## config.mk

```make
export PLATFORM = sky130hd
export DESIGN_NAME = cpu
export DESIGN_NICKNAME = d
export VERILOG_FILES = /design/src/hdl/cpu_pkg.sv /design/src/hdl/decoder.sv /design/src/hdl/register_file.sv /design/src/hdl/execute_unit.sv /design/src/hdl/result_unit.sv /design/src/hdl/sequencer.sv /design/src/hdl/cpu.sv
export SDC_FILE = /design/constraint.sdc
export NUM_CORES = 2
export LEC_CHECK = 0
export BUFFER_PORTS_ARGS = -buffer_cell sky130_fd_sc_hd__buf_2
export CAP_MARGIN = 15
export CORE_MARGIN = 1.5
export CORE_UTILIZATION = 65
export DETAILED_ROUTE_END_ITERATION = 10
export HOLD_SLACK_MARGIN = 0.08
export PLACE_DENSITY = 0.94
export RECOVER_POWER = 50
export SLEW_MARGIN = 20
export SYNTH_ARGS = -nofsm -noshare
export SYNTH_HDL_FRONTEND = slang
export SYNTH_SLANG_ARGS = --single-unit
```

## constraint.sdc

```tcl
create_clock -name clock -period 9.01 [get_ports clock]
set_input_delay 0.4505 -clock clock [delete_from_list [all_inputs] [get_ports clock]]
set_output_delay 0.4505 -clock clock [all_outputs]
set_load 0.03 [all_outputs]
```

## src/hdl/cpu_pkg.sv

```systemverilog
package cpu_pkg;

  typedef logic [31:0] word_t;
  typedef logic [4:0] reg_idx_t;

  // operation applied by the ALU. pass_b forwards operand b for lui.
  typedef enum logic [3:0] {
    alu_add, alu_sub, alu_and, alu_or, alu_xor,
    alu_slt, alu_sll, alu_srl, alu_pass_b
  } alu_op_t;

  typedef enum logic [2:0] {
    op_alu,
    op_lui,
    op_jal,
    op_load,
    op_store,
    op_branch_eq,
    op_branch_ne,
    op_illegal
  } opclass_t;

  typedef enum logic [2:0] {
    st_fetch,
    st_decode,
    st_execute,
    st_memory,
    st_writeback
  } state_t;

  typedef struct packed {
    opclass_t opclass;
    alu_op_t  alu_op;
    reg_idx_t rd;
    reg_idx_t rs1;
    reg_idx_t rs2;
    logic     use_imm;
    word_t    imm;
    logic     writes_rd;
  } decoded_t;

  typedef struct packed {
    word_t result;
    word_t mem_addr;
    word_t store_data;
    word_t next_pc;
    word_t link;
  } exec_t;

endpackage

```

## src/hdl/decoder.sv

```systemverilog
`timescale 1ns/10ps

module decoder (
  input  cpu_pkg::word_t    instr,
  output cpu_pkg::decoded_t dec
);

  logic [6:0] opcode;
  logic [2:0] funct3;
  logic [6:0] funct7;
  cpu_pkg::word_t imm_i;
  cpu_pkg::word_t imm_s;
  cpu_pkg::word_t imm_b;
  cpu_pkg::word_t imm_u;
  cpu_pkg::word_t imm_j;

  assign opcode = instr[6:0];
  assign funct3 = instr[14:12];
  assign funct7 = instr[31:25];

  assign imm_i = {{20{instr[31]}}, instr[31:20]};
  assign imm_s = {{20{instr[31]}}, instr[31:25], instr[11:7]};
  assign imm_b = {{19{instr[31]}}, instr[31], instr[7], instr[30:25], instr[11:8], 1'b0};
  assign imm_u = {instr[31:12], 12'b0};
  assign imm_j = {{11{instr[31]}}, instr[31], instr[19:12], instr[20], instr[30:21], 1'b0};

  always_comb begin
    cpu_pkg::decoded_t d;
    d.opclass = cpu_pkg::op_illegal;
    d.alu_op = cpu_pkg::alu_add;
    d.rd = instr[11:7];
    d.rs1 = instr[19:15];
    d.rs2 = instr[24:20];
    d.use_imm = 1'b0;
    d.imm = '0;
    d.writes_rd = 1'b0;
    case (opcode)
      7'b0110111: begin
        d.opclass = cpu_pkg::op_lui;
        d.alu_op = cpu_pkg::alu_pass_b;
        d.use_imm = 1'b1;
        d.imm = imm_u;
        d.writes_rd = 1'b1;
      end
      7'b1101111: begin
        d.opclass = cpu_pkg::op_jal;
        d.imm = imm_j;
        d.writes_rd = 1'b1;
      end
      7'b0010011: begin
        d.use_imm = 1'b1;
        d.imm = imm_i;
        d.opclass = cpu_pkg::op_alu;
        d.writes_rd = 1'b1;
        case (funct3)
          3'b000: d.alu_op = cpu_pkg::alu_add;
          3'b010: d.alu_op = cpu_pkg::alu_slt;
          3'b100: d.alu_op = cpu_pkg::alu_xor;
          3'b110: d.alu_op = cpu_pkg::alu_or;
          3'b111: d.alu_op = cpu_pkg::alu_and;
          default: begin
            d.opclass = cpu_pkg::op_illegal;
            d.writes_rd = 1'b0;
          end
        endcase
      end
      7'b0110011: begin
        d.opclass = cpu_pkg::op_alu;
        d.writes_rd = 1'b1;
        case ({funct7, funct3})
          10'b0000000_000: d.alu_op = cpu_pkg::alu_add;
          10'b0100000_000: d.alu_op = cpu_pkg::alu_sub;
          10'b0000000_001: d.alu_op = cpu_pkg::alu_sll;
          10'b0000000_010: d.alu_op = cpu_pkg::alu_slt;
          10'b0000000_100: d.alu_op = cpu_pkg::alu_xor;
          10'b0000000_101: d.alu_op = cpu_pkg::alu_srl;
          10'b0000000_110: d.alu_op = cpu_pkg::alu_or;
          10'b0000000_111: d.alu_op = cpu_pkg::alu_and;
          default: begin
            d.opclass = cpu_pkg::op_illegal;
            d.writes_rd = 1'b0;
          end
        endcase
      end
      7'b0000011: begin
        if (funct3 == 3'b010) begin
          d.opclass = cpu_pkg::op_load;
          d.writes_rd = 1'b1;
        end
        d.imm = imm_i;
      end
      7'b0100011: begin
        if (funct3 == 3'b010) begin
          d.opclass = cpu_pkg::op_store;
        end
        d.imm = imm_s;
      end
      7'b1100011: begin
        d.imm = imm_b;
        if (funct3 == 3'b000) begin
          d.opclass = cpu_pkg::op_branch_eq;
        end else if (funct3 == 3'b001) begin
          d.opclass = cpu_pkg::op_branch_ne;
        end
      end
      default: d.opclass = cpu_pkg::op_illegal;
    endcase
    // x0 is never written.
    if (d.rd == 5'd0) begin
      d.writes_rd = 1'b0;
    end
    dec = d;
  end

  always_comb begin
    assert final (!(dec.opclass == cpu_pkg::op_illegal && dec.writes_rd));
  end

endmodule

```

## src/hdl/register_file.sv

```systemverilog
`timescale 1ns/10ps

module register_file (
  input  logic              clock,
  input  logic              rst,
  input  cpu_pkg::reg_idx_t rs1,
  input  cpu_pkg::reg_idx_t rs2,
  input  cpu_pkg::reg_idx_t waddr,
  input  logic              we,
  input  cpu_pkg::word_t    wdata,
  output cpu_pkg::word_t    rs1_data,
  output cpu_pkg::word_t    rs2_data
);

  cpu_pkg::word_t regs [1:31];

  always_ff @(posedge clock) begin
    if (rst) begin
      for (int i = 1; i < 32; i++) begin
        regs[i] <= '0;
      end
    end else if (we && waddr != 5'd0) begin
      regs[waddr] <= wdata;
    end
  end

  // x0 has no storage and reads as zero.
  assign rs1_data = (rs1 == 5'd0) ? '0 : regs[rs1];
  assign rs2_data = (rs2 == 5'd0) ? '0 : regs[rs2];

endmodule

```

## src/hdl/execute_unit.sv

```systemverilog
`timescale 1ns/10ps

module execute_unit (
  input  logic              clock,
  input  logic              rst,
  input  cpu_pkg::word_t    pc,
  input  cpu_pkg::decoded_t dec,
  input  cpu_pkg::word_t    rs1_data,
  input  cpu_pkg::word_t    rs2_data,
  input  logic              latch,
  output cpu_pkg::exec_t    ex
);

  cpu_pkg::word_t op_b;
  cpu_pkg::word_t alu_result;
  logic [4:0] shamt;
  logic taken;
  cpu_pkg::exec_t ex_comb;

  assign op_b = dec.use_imm ? dec.imm : rs2_data;
  assign shamt = op_b[4:0];

  always_comb begin
    case (dec.alu_op)
      cpu_pkg::alu_add:    alu_result = rs1_data + op_b;
      cpu_pkg::alu_sub:    alu_result = rs1_data - op_b;
      cpu_pkg::alu_and:    alu_result = rs1_data & op_b;
      cpu_pkg::alu_or:     alu_result = rs1_data | op_b;
      cpu_pkg::alu_xor:    alu_result = rs1_data ^ op_b;
      cpu_pkg::alu_slt:    alu_result = {31'b0, $signed(rs1_data) < $signed(op_b)};
      cpu_pkg::alu_sll:    alu_result = rs1_data << shamt;
      cpu_pkg::alu_srl:    alu_result = rs1_data >> shamt;
      cpu_pkg::alu_pass_b: alu_result = op_b;
      default:             alu_result = '0;
    endcase
  end

  assign taken = (dec.opclass == cpu_pkg::op_branch_eq && rs1_data == rs2_data) ||
                 (dec.opclass == cpu_pkg::op_branch_ne && rs1_data != rs2_data);

  always_comb begin
    ex_comb.result = alu_result;
    ex_comb.mem_addr = rs1_data + dec.imm;
    ex_comb.store_data = rs2_data;
    ex_comb.link = pc + 32'd4;
    // jal and taken branches are both pc relative.
    if (taken || dec.opclass == cpu_pkg::op_jal) begin
      ex_comb.next_pc = pc + dec.imm;
    end else begin
      ex_comb.next_pc = pc + 32'd4;
    end
  end

  always_ff @(posedge clock) begin
    if (rst) begin
      ex <= '0;
    end else if (latch) begin
      ex <= ex_comb;
    end
  end

endmodule

```

## src/hdl/result_unit.sv

```systemverilog
`timescale 1ns/10ps

module result_unit (
  input  logic              clock,
  input  logic              rst,
  input  cpu_pkg::decoded_t dec,
  input  cpu_pkg::exec_t    ex,
  input  logic              mem_phase,
  input  logic              wb_phase,
  output logic              dmemory_valid,
  output cpu_pkg::word_t    dmemory_addr,
  output cpu_pkg::word_t    dmemory_wdata,
  output logic [3:0]        dmemory_wstrb,
  input  cpu_pkg::word_t    dmemory_rdata,
  input  logic              dmemory_ready,
  output logic              mem_done,
  output logic              we,
  output cpu_pkg::reg_idx_t waddr,
  output cpu_pkg::word_t    wdata
);

  logic is_store;
  cpu_pkg::word_t load_data;

  assign is_store = dec.opclass == cpu_pkg::op_store;

  // the memory state is entered only for loads and stores.
  assign dmemory_valid = mem_phase;
  assign dmemory_addr = ex.mem_addr;
  assign dmemory_wdata = is_store ? ex.store_data : '0;
  assign dmemory_wstrb = is_store ? 4'hf : 4'h0;
  assign mem_done = mem_phase && dmemory_ready;

  always_ff @(posedge clock) begin
    if (rst) begin
      load_data <= '0;
    end else if (mem_done && dec.opclass == cpu_pkg::op_load) begin
      load_data <= dmemory_rdata;
    end
  end

  assign we = wb_phase && dec.writes_rd;
  assign waddr = dec.rd;

  always_comb begin
    case (dec.opclass)
      cpu_pkg::op_load: wdata = load_data;
      cpu_pkg::op_jal:  wdata = ex.link;
      default:          wdata = ex.result;
    endcase
  end

  dmemory_addr_stable : assert property (@(posedge clock) disable iff (rst)
    dmemory_valid && !dmemory_ready |=> $stable(dmemory_addr));

endmodule

```

## src/hdl/sequencer.sv

```systemverilog
`timescale 1ns/10ps

module sequencer #(
  parameter cpu_pkg::word_t reset_pc = '0
) (
  input  logic              clock,
  input  logic              rst,
  output logic              imemory_valid,
  output cpu_pkg::word_t    imemory_addr,
  input  cpu_pkg::word_t    imemory_rdata,
  input  logic              imemory_ready,
  input  cpu_pkg::decoded_t dec,
  input  cpu_pkg::exec_t    ex,
  input  logic              mem_done,
  output cpu_pkg::word_t    instr,
  output cpu_pkg::word_t    pc,
  output logic              latch,
  output logic              mem_phase,
  output logic              wb_phase
);

  cpu_pkg::state_t state;
  logic is_mem;

  assign is_mem = dec.opclass == cpu_pkg::op_load || dec.opclass == cpu_pkg::op_store;

  always_ff @(posedge clock) begin
    if (rst) begin
      state <= cpu_pkg::st_fetch;
      pc <= reset_pc;
      instr <= '0;
      imemory_valid <= 1'b0;
    end else begin
      case (state)
        cpu_pkg::st_fetch: begin
          if (imemory_valid && imemory_ready) begin
            instr <= imemory_rdata;
            imemory_valid <= 1'b0;
            state <= cpu_pkg::st_decode;
          end else begin
            imemory_valid <= 1'b1;
          end
        end
        cpu_pkg::st_decode: begin
          state <= cpu_pkg::st_execute;
        end
        cpu_pkg::st_execute: begin
          if (is_mem) begin
            state <= cpu_pkg::st_memory;
          end else begin
            state <= cpu_pkg::st_writeback;
          end
        end
        cpu_pkg::st_memory: begin
          if (mem_done) begin
            state <= cpu_pkg::st_writeback;
          end
        end
        cpu_pkg::st_writeback: begin
          // request the next instruction right away.
          pc <= ex.next_pc;
          imemory_valid <= 1'b1;
          state <= cpu_pkg::st_fetch;
        end
        default: begin
          state <= cpu_pkg::st_fetch;
        end
      endcase
    end
  end

  assign imemory_addr = pc;
  assign latch = state == cpu_pkg::st_execute;
  assign mem_phase = state == cpu_pkg::st_memory;
  assign wb_phase = state == cpu_pkg::st_writeback;

  imemory_valid_held : assert property (@(posedge clock) disable iff (rst)
    imemory_valid && !imemory_ready |=> imemory_valid && $stable(imemory_addr));

endmodule

```

## src/hdl/cpu.sv

```systemverilog
`timescale 1ns/10ps

module cpu #(
  parameter cpu_pkg::word_t reset_pc = '0
) (
  input  logic           clock,
  input  logic           rst,
  output logic           imemory_valid,
  output cpu_pkg::word_t imemory_addr,
  output cpu_pkg::word_t imemory_wdata,
  output logic [3:0]     imemory_wstrb,
  input  cpu_pkg::word_t imemory_rdata,
  input  logic           imemory_ready,
  output logic           dmemory_valid,
  output cpu_pkg::word_t dmemory_addr,
  output cpu_pkg::word_t dmemory_wdata,
  output logic [3:0]     dmemory_wstrb,
  input  cpu_pkg::word_t dmemory_rdata,
  input  logic           dmemory_ready
);

  cpu_pkg::word_t instr;
  cpu_pkg::word_t pc;
  cpu_pkg::decoded_t dec;
  cpu_pkg::exec_t ex;
  cpu_pkg::word_t rs1_data;
  cpu_pkg::word_t rs2_data;
  cpu_pkg::reg_idx_t waddr;
  cpu_pkg::word_t wdata;
  logic we;
  logic latch;
  logic mem_phase;
  logic wb_phase;
  logic mem_done;

  // the instruction port only reads.
  assign imemory_wdata = '0;
  assign imemory_wstrb = 4'h0;

  sequencer #(
    .reset_pc (reset_pc)
  ) sequencer_comp (
    .clock         (clock),
    .rst           (rst),
    .imemory_valid (imemory_valid),
    .imemory_addr  (imemory_addr),
    .imemory_rdata (imemory_rdata),
    .imemory_ready (imemory_ready),
    .dec           (dec),
    .ex            (ex),
    .mem_done      (mem_done),
    .instr         (instr),
    .pc            (pc),
    .latch         (latch),
    .mem_phase     (mem_phase),
    .wb_phase      (wb_phase)
  );

  decoder decoder_comp (
    .instr (instr),
    .dec   (dec)
  );

  register_file register_file_comp (
    .clock    (clock),
    .rst      (rst),
    .rs1      (dec.rs1),
    .rs2      (dec.rs2),
    .waddr    (waddr),
    .we       (we),
    .wdata    (wdata),
    .rs1_data (rs1_data),
    .rs2_data (rs2_data)
  );

  execute_unit execute_unit_comp (
    .clock    (clock),
    .rst      (rst),
    .pc       (pc),
    .dec      (dec),
    .rs1_data (rs1_data),
    .rs2_data (rs2_data),
    .latch    (latch),
    .ex       (ex)
  );

  result_unit result_unit_comp (
    .clock         (clock),
    .rst           (rst),
    .dec           (dec),
    .ex            (ex),
    .mem_phase     (mem_phase),
    .wb_phase      (wb_phase),
    .dmemory_valid (dmemory_valid),
    .dmemory_addr  (dmemory_addr),
    .dmemory_wdata (dmemory_wdata),
    .dmemory_wstrb (dmemory_wstrb),
    .dmemory_rdata (dmemory_rdata),
    .dmemory_ready (dmemory_ready),
    .mem_done      (mem_done),
    .we            (we),
    .waddr         (waddr),
    .wdata         (wdata)
  );

endmodule

```

==> results of run 1 <==
-- timing repair --
action                    CTS
hold endpoints to repair   67
hold buffers               60
buffers inserted            0
-- synth_stat cells, types with 97 or more instances --
cell type | instances | area share
nand2_1 | 617 | 0.031
mux2i_1 | 124 | 0.017
edfxtp_1 | 1024 | 0.41
dfxtp_1 | 270 | 0.072
a221oi_1 | 99 | 0.012
nor2_1 | 1358 | 0.068
clkbuf_1 | 434 | 0.022
a21oi_1 | 360 | 0.024
mux4_2 | 540 | 0.16
buf_4 | 97 | 0.0097
inv_1 | 155 | 0.0077
ha_1 | 165 | 0.027
o21ai_0 | 192 | 0.013
-- routing by layer --
layer,overflow,global-route usage
met4,102,0.747
met2,87,0.922
met5,3,0.472
met3,27,0.701
met1,12,0.819
-- per-stage QoR --
step / instances / worst slack, ps / instance area, µm² / utilization
after global placement: 8108 / 1820 / 78000 / 0.682
after detailed placement: 8110 / 1650 / 78100 / 0.682
after floorplan: 6802 / 3480 / 75300 / -
after CTS: 8417 / 1390 / 83300 / 0.727
-- cell families after synthesis --
group,after synthesis,synth area share
compound gates,1223,0.109
xor+xnor,129,0.0150
fa+ha+maj,169,0.0286
buf+inv,814,0.0494
flops,1294,0.481
mux,674,0.181
other cells,1,0.0000499
simple gates,2431,0.136
==> out/summary.log, run 1 <==
qor: status.status aborted with a tool error
qor: status.last-stage-reached global routing
qor: status.first-error [ERROR GRT-0232] Routing congestion too high. Check the congestion heatmap in the GUI.
qor: global_route.grt_start_max_net_pins 115
qor: global_route.overflow 231
qor: synthesis.synth.yosys.warnings 0
qor: synthesis.postSynth.asyncResetShare 0
qor: die.ioPinCount 206
qor: die.dieWidth 343 µm
qor: die.start_util 0.656
qor: clock_tree.cts.htree.levels 4
qor: clock_tree.cts-root-to-sink-buffers 3
qor: synthesis.syn_inst 6,735
qor: die.placement_rows 124
qor: die.chip_height 343 µm
qor: placement.gp_congestion 1.12
qor: clock_tree.postCtsResizedCells 0
qor: synthesis.yosys_most_used_dff edfxtp_1
qor: synthesis.syn-cell-area 0.0751 mm²
qor: synthesis.ys_seq_area_frac 0.481
qor: synthesis.synth.avg_cell_area 11.2 µm²
qor: clock_tree.numCtsBuffers 137
qor: placement.portBuffers 169
qor: synthesis.netlist-cell-type-count 93
qor: synthesis.number_of_register_bits_inferred_by_synthesis 1,294
qor: placement.dp_hpwl 239,000 µm
qor: global_route.gr-usage-all-layers 0.803
qor: clock_tree.ctsRootBufferMaster clkbuf_16
qor: synthesis.synth_enable_flop_cells 1,024
qor: clock_tree.cts.sink_count 1,294
==> run 2, diff against run 1 <==
- CORE_UTILIZATION: 65 -> 40
- HOLD_SLACK_MARGIN: 0.08 -> default
- PLACE_DENSITY: 0.94 -> default
- PLACE_DENSITY_LB_ADDON: default -> 0.15
==> run 2 against run 1 <==
Net effect:
- the flow now finishes, with violations (max-capacitance violations, max-slew violations)
- synthesized area unchanged
- synthesized cell count unchanged
==> out/summary.log, run 2 <==
qor: power_and_ir_drop.cellLeakagePower 28.7 nW
qor: setup_path.critPathCaptureType flop
qor: power_and_ir_drop.post-layout-total-power 15.5 mW
qor: layout.leading_cell_type_in_the_layout_fill_and_taps_excluded nor2_1
qor: synthesis.syn-cell-area 0.0751 mm²
qor: die.start_util 0.404
qor: setup_path.cp.arrival 8720 ps
qor: die.ioPinCount 206
qor: timing.fin_skew 53.0 ps
qor: synthesis.postSynth.asyncResetShare 0
qor: synthesis.yosys.area.top_type_share 0.409
qor: synthesis.number_of_register_bits_inferred_by_synthesis 1,294
qor: synthesis.ys_seq_area_frac 0.481
qor: drt.count_of_vias_placed_by_the_detailed_router 60,100
qor: drt.viasPerCell 6.38
qor: setup_path.crit_type flop to flop
qor: timing.layout_min_cycle_time 8200 ps
qor: synthesis.netlist-cell-type-count 93
qor: layout.final.fill_count 17,300
qor: layout.area_growth 12.4%
qor: timing.hold_viol 0
qor: clock_tree.tritoncts_clock_tree built
qor: timing.worstMarginPinSlew 5740 ps
qor: power_and_ir_drop.power.density 184 mW/mm²
qor: synthesis.yosysMostFrequentCell nor2_1
qor: drt.wl_per_cell 35.3 µm
qor: drt.dr.first_iter.drc_count 7,947
qor: placement.portBuffers 169
qor: die.dieWidth 436 µm
qor: timing.post-route-period-util 0.910
qor: layout.layout-drive-gt1-share 0.177
qor: global_route.grt_pass1_wl 457,000 µm
qor: timing.relSlewSlack -2.83
qor: power_and_ir_drop.ir_drop 0.153 mV
qor: global_route.grt_start_max_net_pins 142
qor: layout.most_flop_heavy_register register_file_comp.regs
qor: layout.numnets_final 7,049
qor: setup_path.regToRegEndpoint register_file_comp.regs[27][4]
qor: synthesis.synth_enable_flop_cells 1,024
qor: clock_tree.worstSkewPairLatency 860 ps
qor: clock_tree.cts.htree.levels 4
qor: drt.drt_drc_violations_left 0
qor: clock_tree.cts.sink_count 1,294
qor: synthesis.yosys-top-cells-area edfxtp_1 (41%), mux4_2 (16%), dfxtp_1 (7.2%)
qor: clock_tree.numCtsBuffers 148
qor: timing.report.final.setup_viol 0
qor: setup_path.setup.worst_path.end register_file_comp.regs[27][4]
qor: placement.gp_congestion 1.02
qor: layout.layout.cells.non_filler 9,418
qor: run.maxCapViolations 48
qor: synthesis.synth.avg_cell_area 11.2 µm²
qor: timing.max_freq 122 MHz
qor: hold_path.min-delay-path-class input port to flop
qor: timing.grt_setup_unrepaired false
qor: layout.largest_register_ffs 1,024
qor: synthesis.syn_inst 6,735
qor: timing.setup_tns 0 ps
qor: setup_path.r2r_slack 810 ps
qor: global_route.antenna_found_initial 17
qor: clock_tree.cts-root-to-sink-buffers 3
qor: die.floorplan.die_area 0.190 mm²
qor: drt.detail_route.wirelength 332,000 µm
qor: synthesis.top_cell_types_by_occurrence_after_synthesis nor2_1 (1,358), edfxtp_1 (1,024), nand2_1 (617), mux4_2 (540), clkbuf_1 (434)
qor: setup_path.crit_fanout 33
qor: clock_tree.postCtsResizedCells 0
qor: synthesis.yosys_most_used_dff edfxtp_1
qor: placement.dp_hpwl 228,000 µm
qor: setup_path.r2r_cells 13
qor: synthesis.netlist.top_cell.by_area edfxtp_1
qor: drt.ant_nets 0
qor: clock_tree.cts.clk_slew.worst_paths 50 ps
qor: status.failing_checks max-capacitance violations, max-slew violations
qor: global_route.gr-usage-all-layers 0.342
qor: drt.first_pass_iters 6
qor: layout.largestRegisters register_file_comp.regs (1024), execute_unit_comp.ex (160)
qor: die.chip_height 436 µm
qor: status.status finished, violations left
qor: setup_path.worst_setup_path_startpoint sequencer_comp.state[0]
qor: setup_path.worst_r2r_startpoint sequencer_comp.state[0]
qor: global_route.overflow 0
qor: die.placement_rows 158
qor: setup_path.startpoint_type flop
qor: clock_tree.post_cts.repair.setup_buffers 0
qor: global_route.first_global_vias 57,800
qor: die.core 0.186 mm²
qor: clock_tree.ctsRootBufferMaster clkbuf_16
qor: timing.final_slew_violations 1,483
qor: setup_path.worst_ep_required_time 9530 ps
qor: layout.most_frequent_cells_in_the_layout nor2_1 (1,353), edfxtp_1 (1,024), nand2_1 (595)
qor: placement.instance_count_after_placement_with_tap_cells_included 9,083
qor: synthesis.synth.yosys.warnings 0
-- run 2: cell counts after synthesis --
Identical to the previous run, type by type.
-- run 2: kinds of logic (layout without fill, tap and decap cells) --
family	Yosys count	after routing	synth area share
compound gates	1223	1223	0.109
xor+xnor	129	129	0.0150
fa+ha+maj	169	169	0.0286
buf+inv	814	944	0.0494
flops	1294	1294	0.481
mux	674	674	0.181
other cells	1	74	0.0000499
simple gates	2431	2431	0.136
-- run 2: worst min-delay path by stage --
| stage | from | endpoint | depth (start not counted) |
|---|---|---|---|
| after floorplan | execute_unit_comp.ex[63] | sequencer_comp.imemory_addr[31] | 2 |
| after global placement | execute_unit_comp.ex[33] | sequencer_comp.imemory_addr[1] | 2 |
| final | dmemory_ready | sequencer_comp.state[2] | 3 |
| after CTS | dmemory_ready | sequencer_comp.state[2] | 3 |
| after detailed placement | result_unit_comp.load_data[13] | result_unit_comp.load_data[13] | 2 |
| after global routing | imemory_rdata[24] | sequencer_comp.instr[24] | 3 |
-- run 2: critical path, cell delays in order, from the launching register on --
cell and delay [ps]:
dfxtp_1 520, nor2_1 140, nand2_1 90, clkbuf_1 1370
a2111oi_0 220, nand2b_1 370, inv_1 70, nand2_1 90
nor2_1 50, clkbuf_1 300, nand2_2 120, clkbuf_1 2210
nand2b_1 1610, buf_4 650
-- run 2: metrics by stage --
step                instance area (µm²)  setup slack [ps]  utilization  hold WS (ps)
global placement                  79500              1840        0.427           437
finish                            84400               813        0.454          49.5
floorplan                         75300              3480            -           431
global route                      84400               729        0.454          27.5
detailed placement                79500              1910        0.427           443
CTS                               84900              1920        0.456          4.67
-- run 2: repair_timing --
item | CTS | global route
setup endpoints to repair | 0 | 0
hold buffers | 59 | 0
hold endpoints to repair | 64 | 0
-- run 2: layout make-up --
type	count	area, µm²	share of cell area
multi-input combinational	4694	36300	0.430
sequential	1294	36200	0.429
clock buffer	199	4070	0.0482
timing repair buffer	515	3460	0.0410
tap	2480	3100	0.0368
clock inverter	71	728	0.00863
inverter	159	597	0.00707
antenna	6	15.0	0.000178
-- run 2: report_power, final --
part / switching [mW] / internal, mW
clock network: 2.62 / 3.45
logic: 1.77 / 0.876
registers: 0.149 / 6.62
-- run 2: metal layers --
| layer | part of all wire | global-route usage | vias up |
|---|---|---|---|
| li1 | - | - | 25100 |
| met5 | 0.00024 | 0 | - |
| met4 | 0.064 | 0.195 | 12 |
| met2 | 0.46 | 0.540 | 3496 |
| met3 | 0.094 | 0.0711 | 835 |
| met1 | 0.38 | 0.437 | 30700 |
No activity file was read; power rests on OpenSTA's default activity.
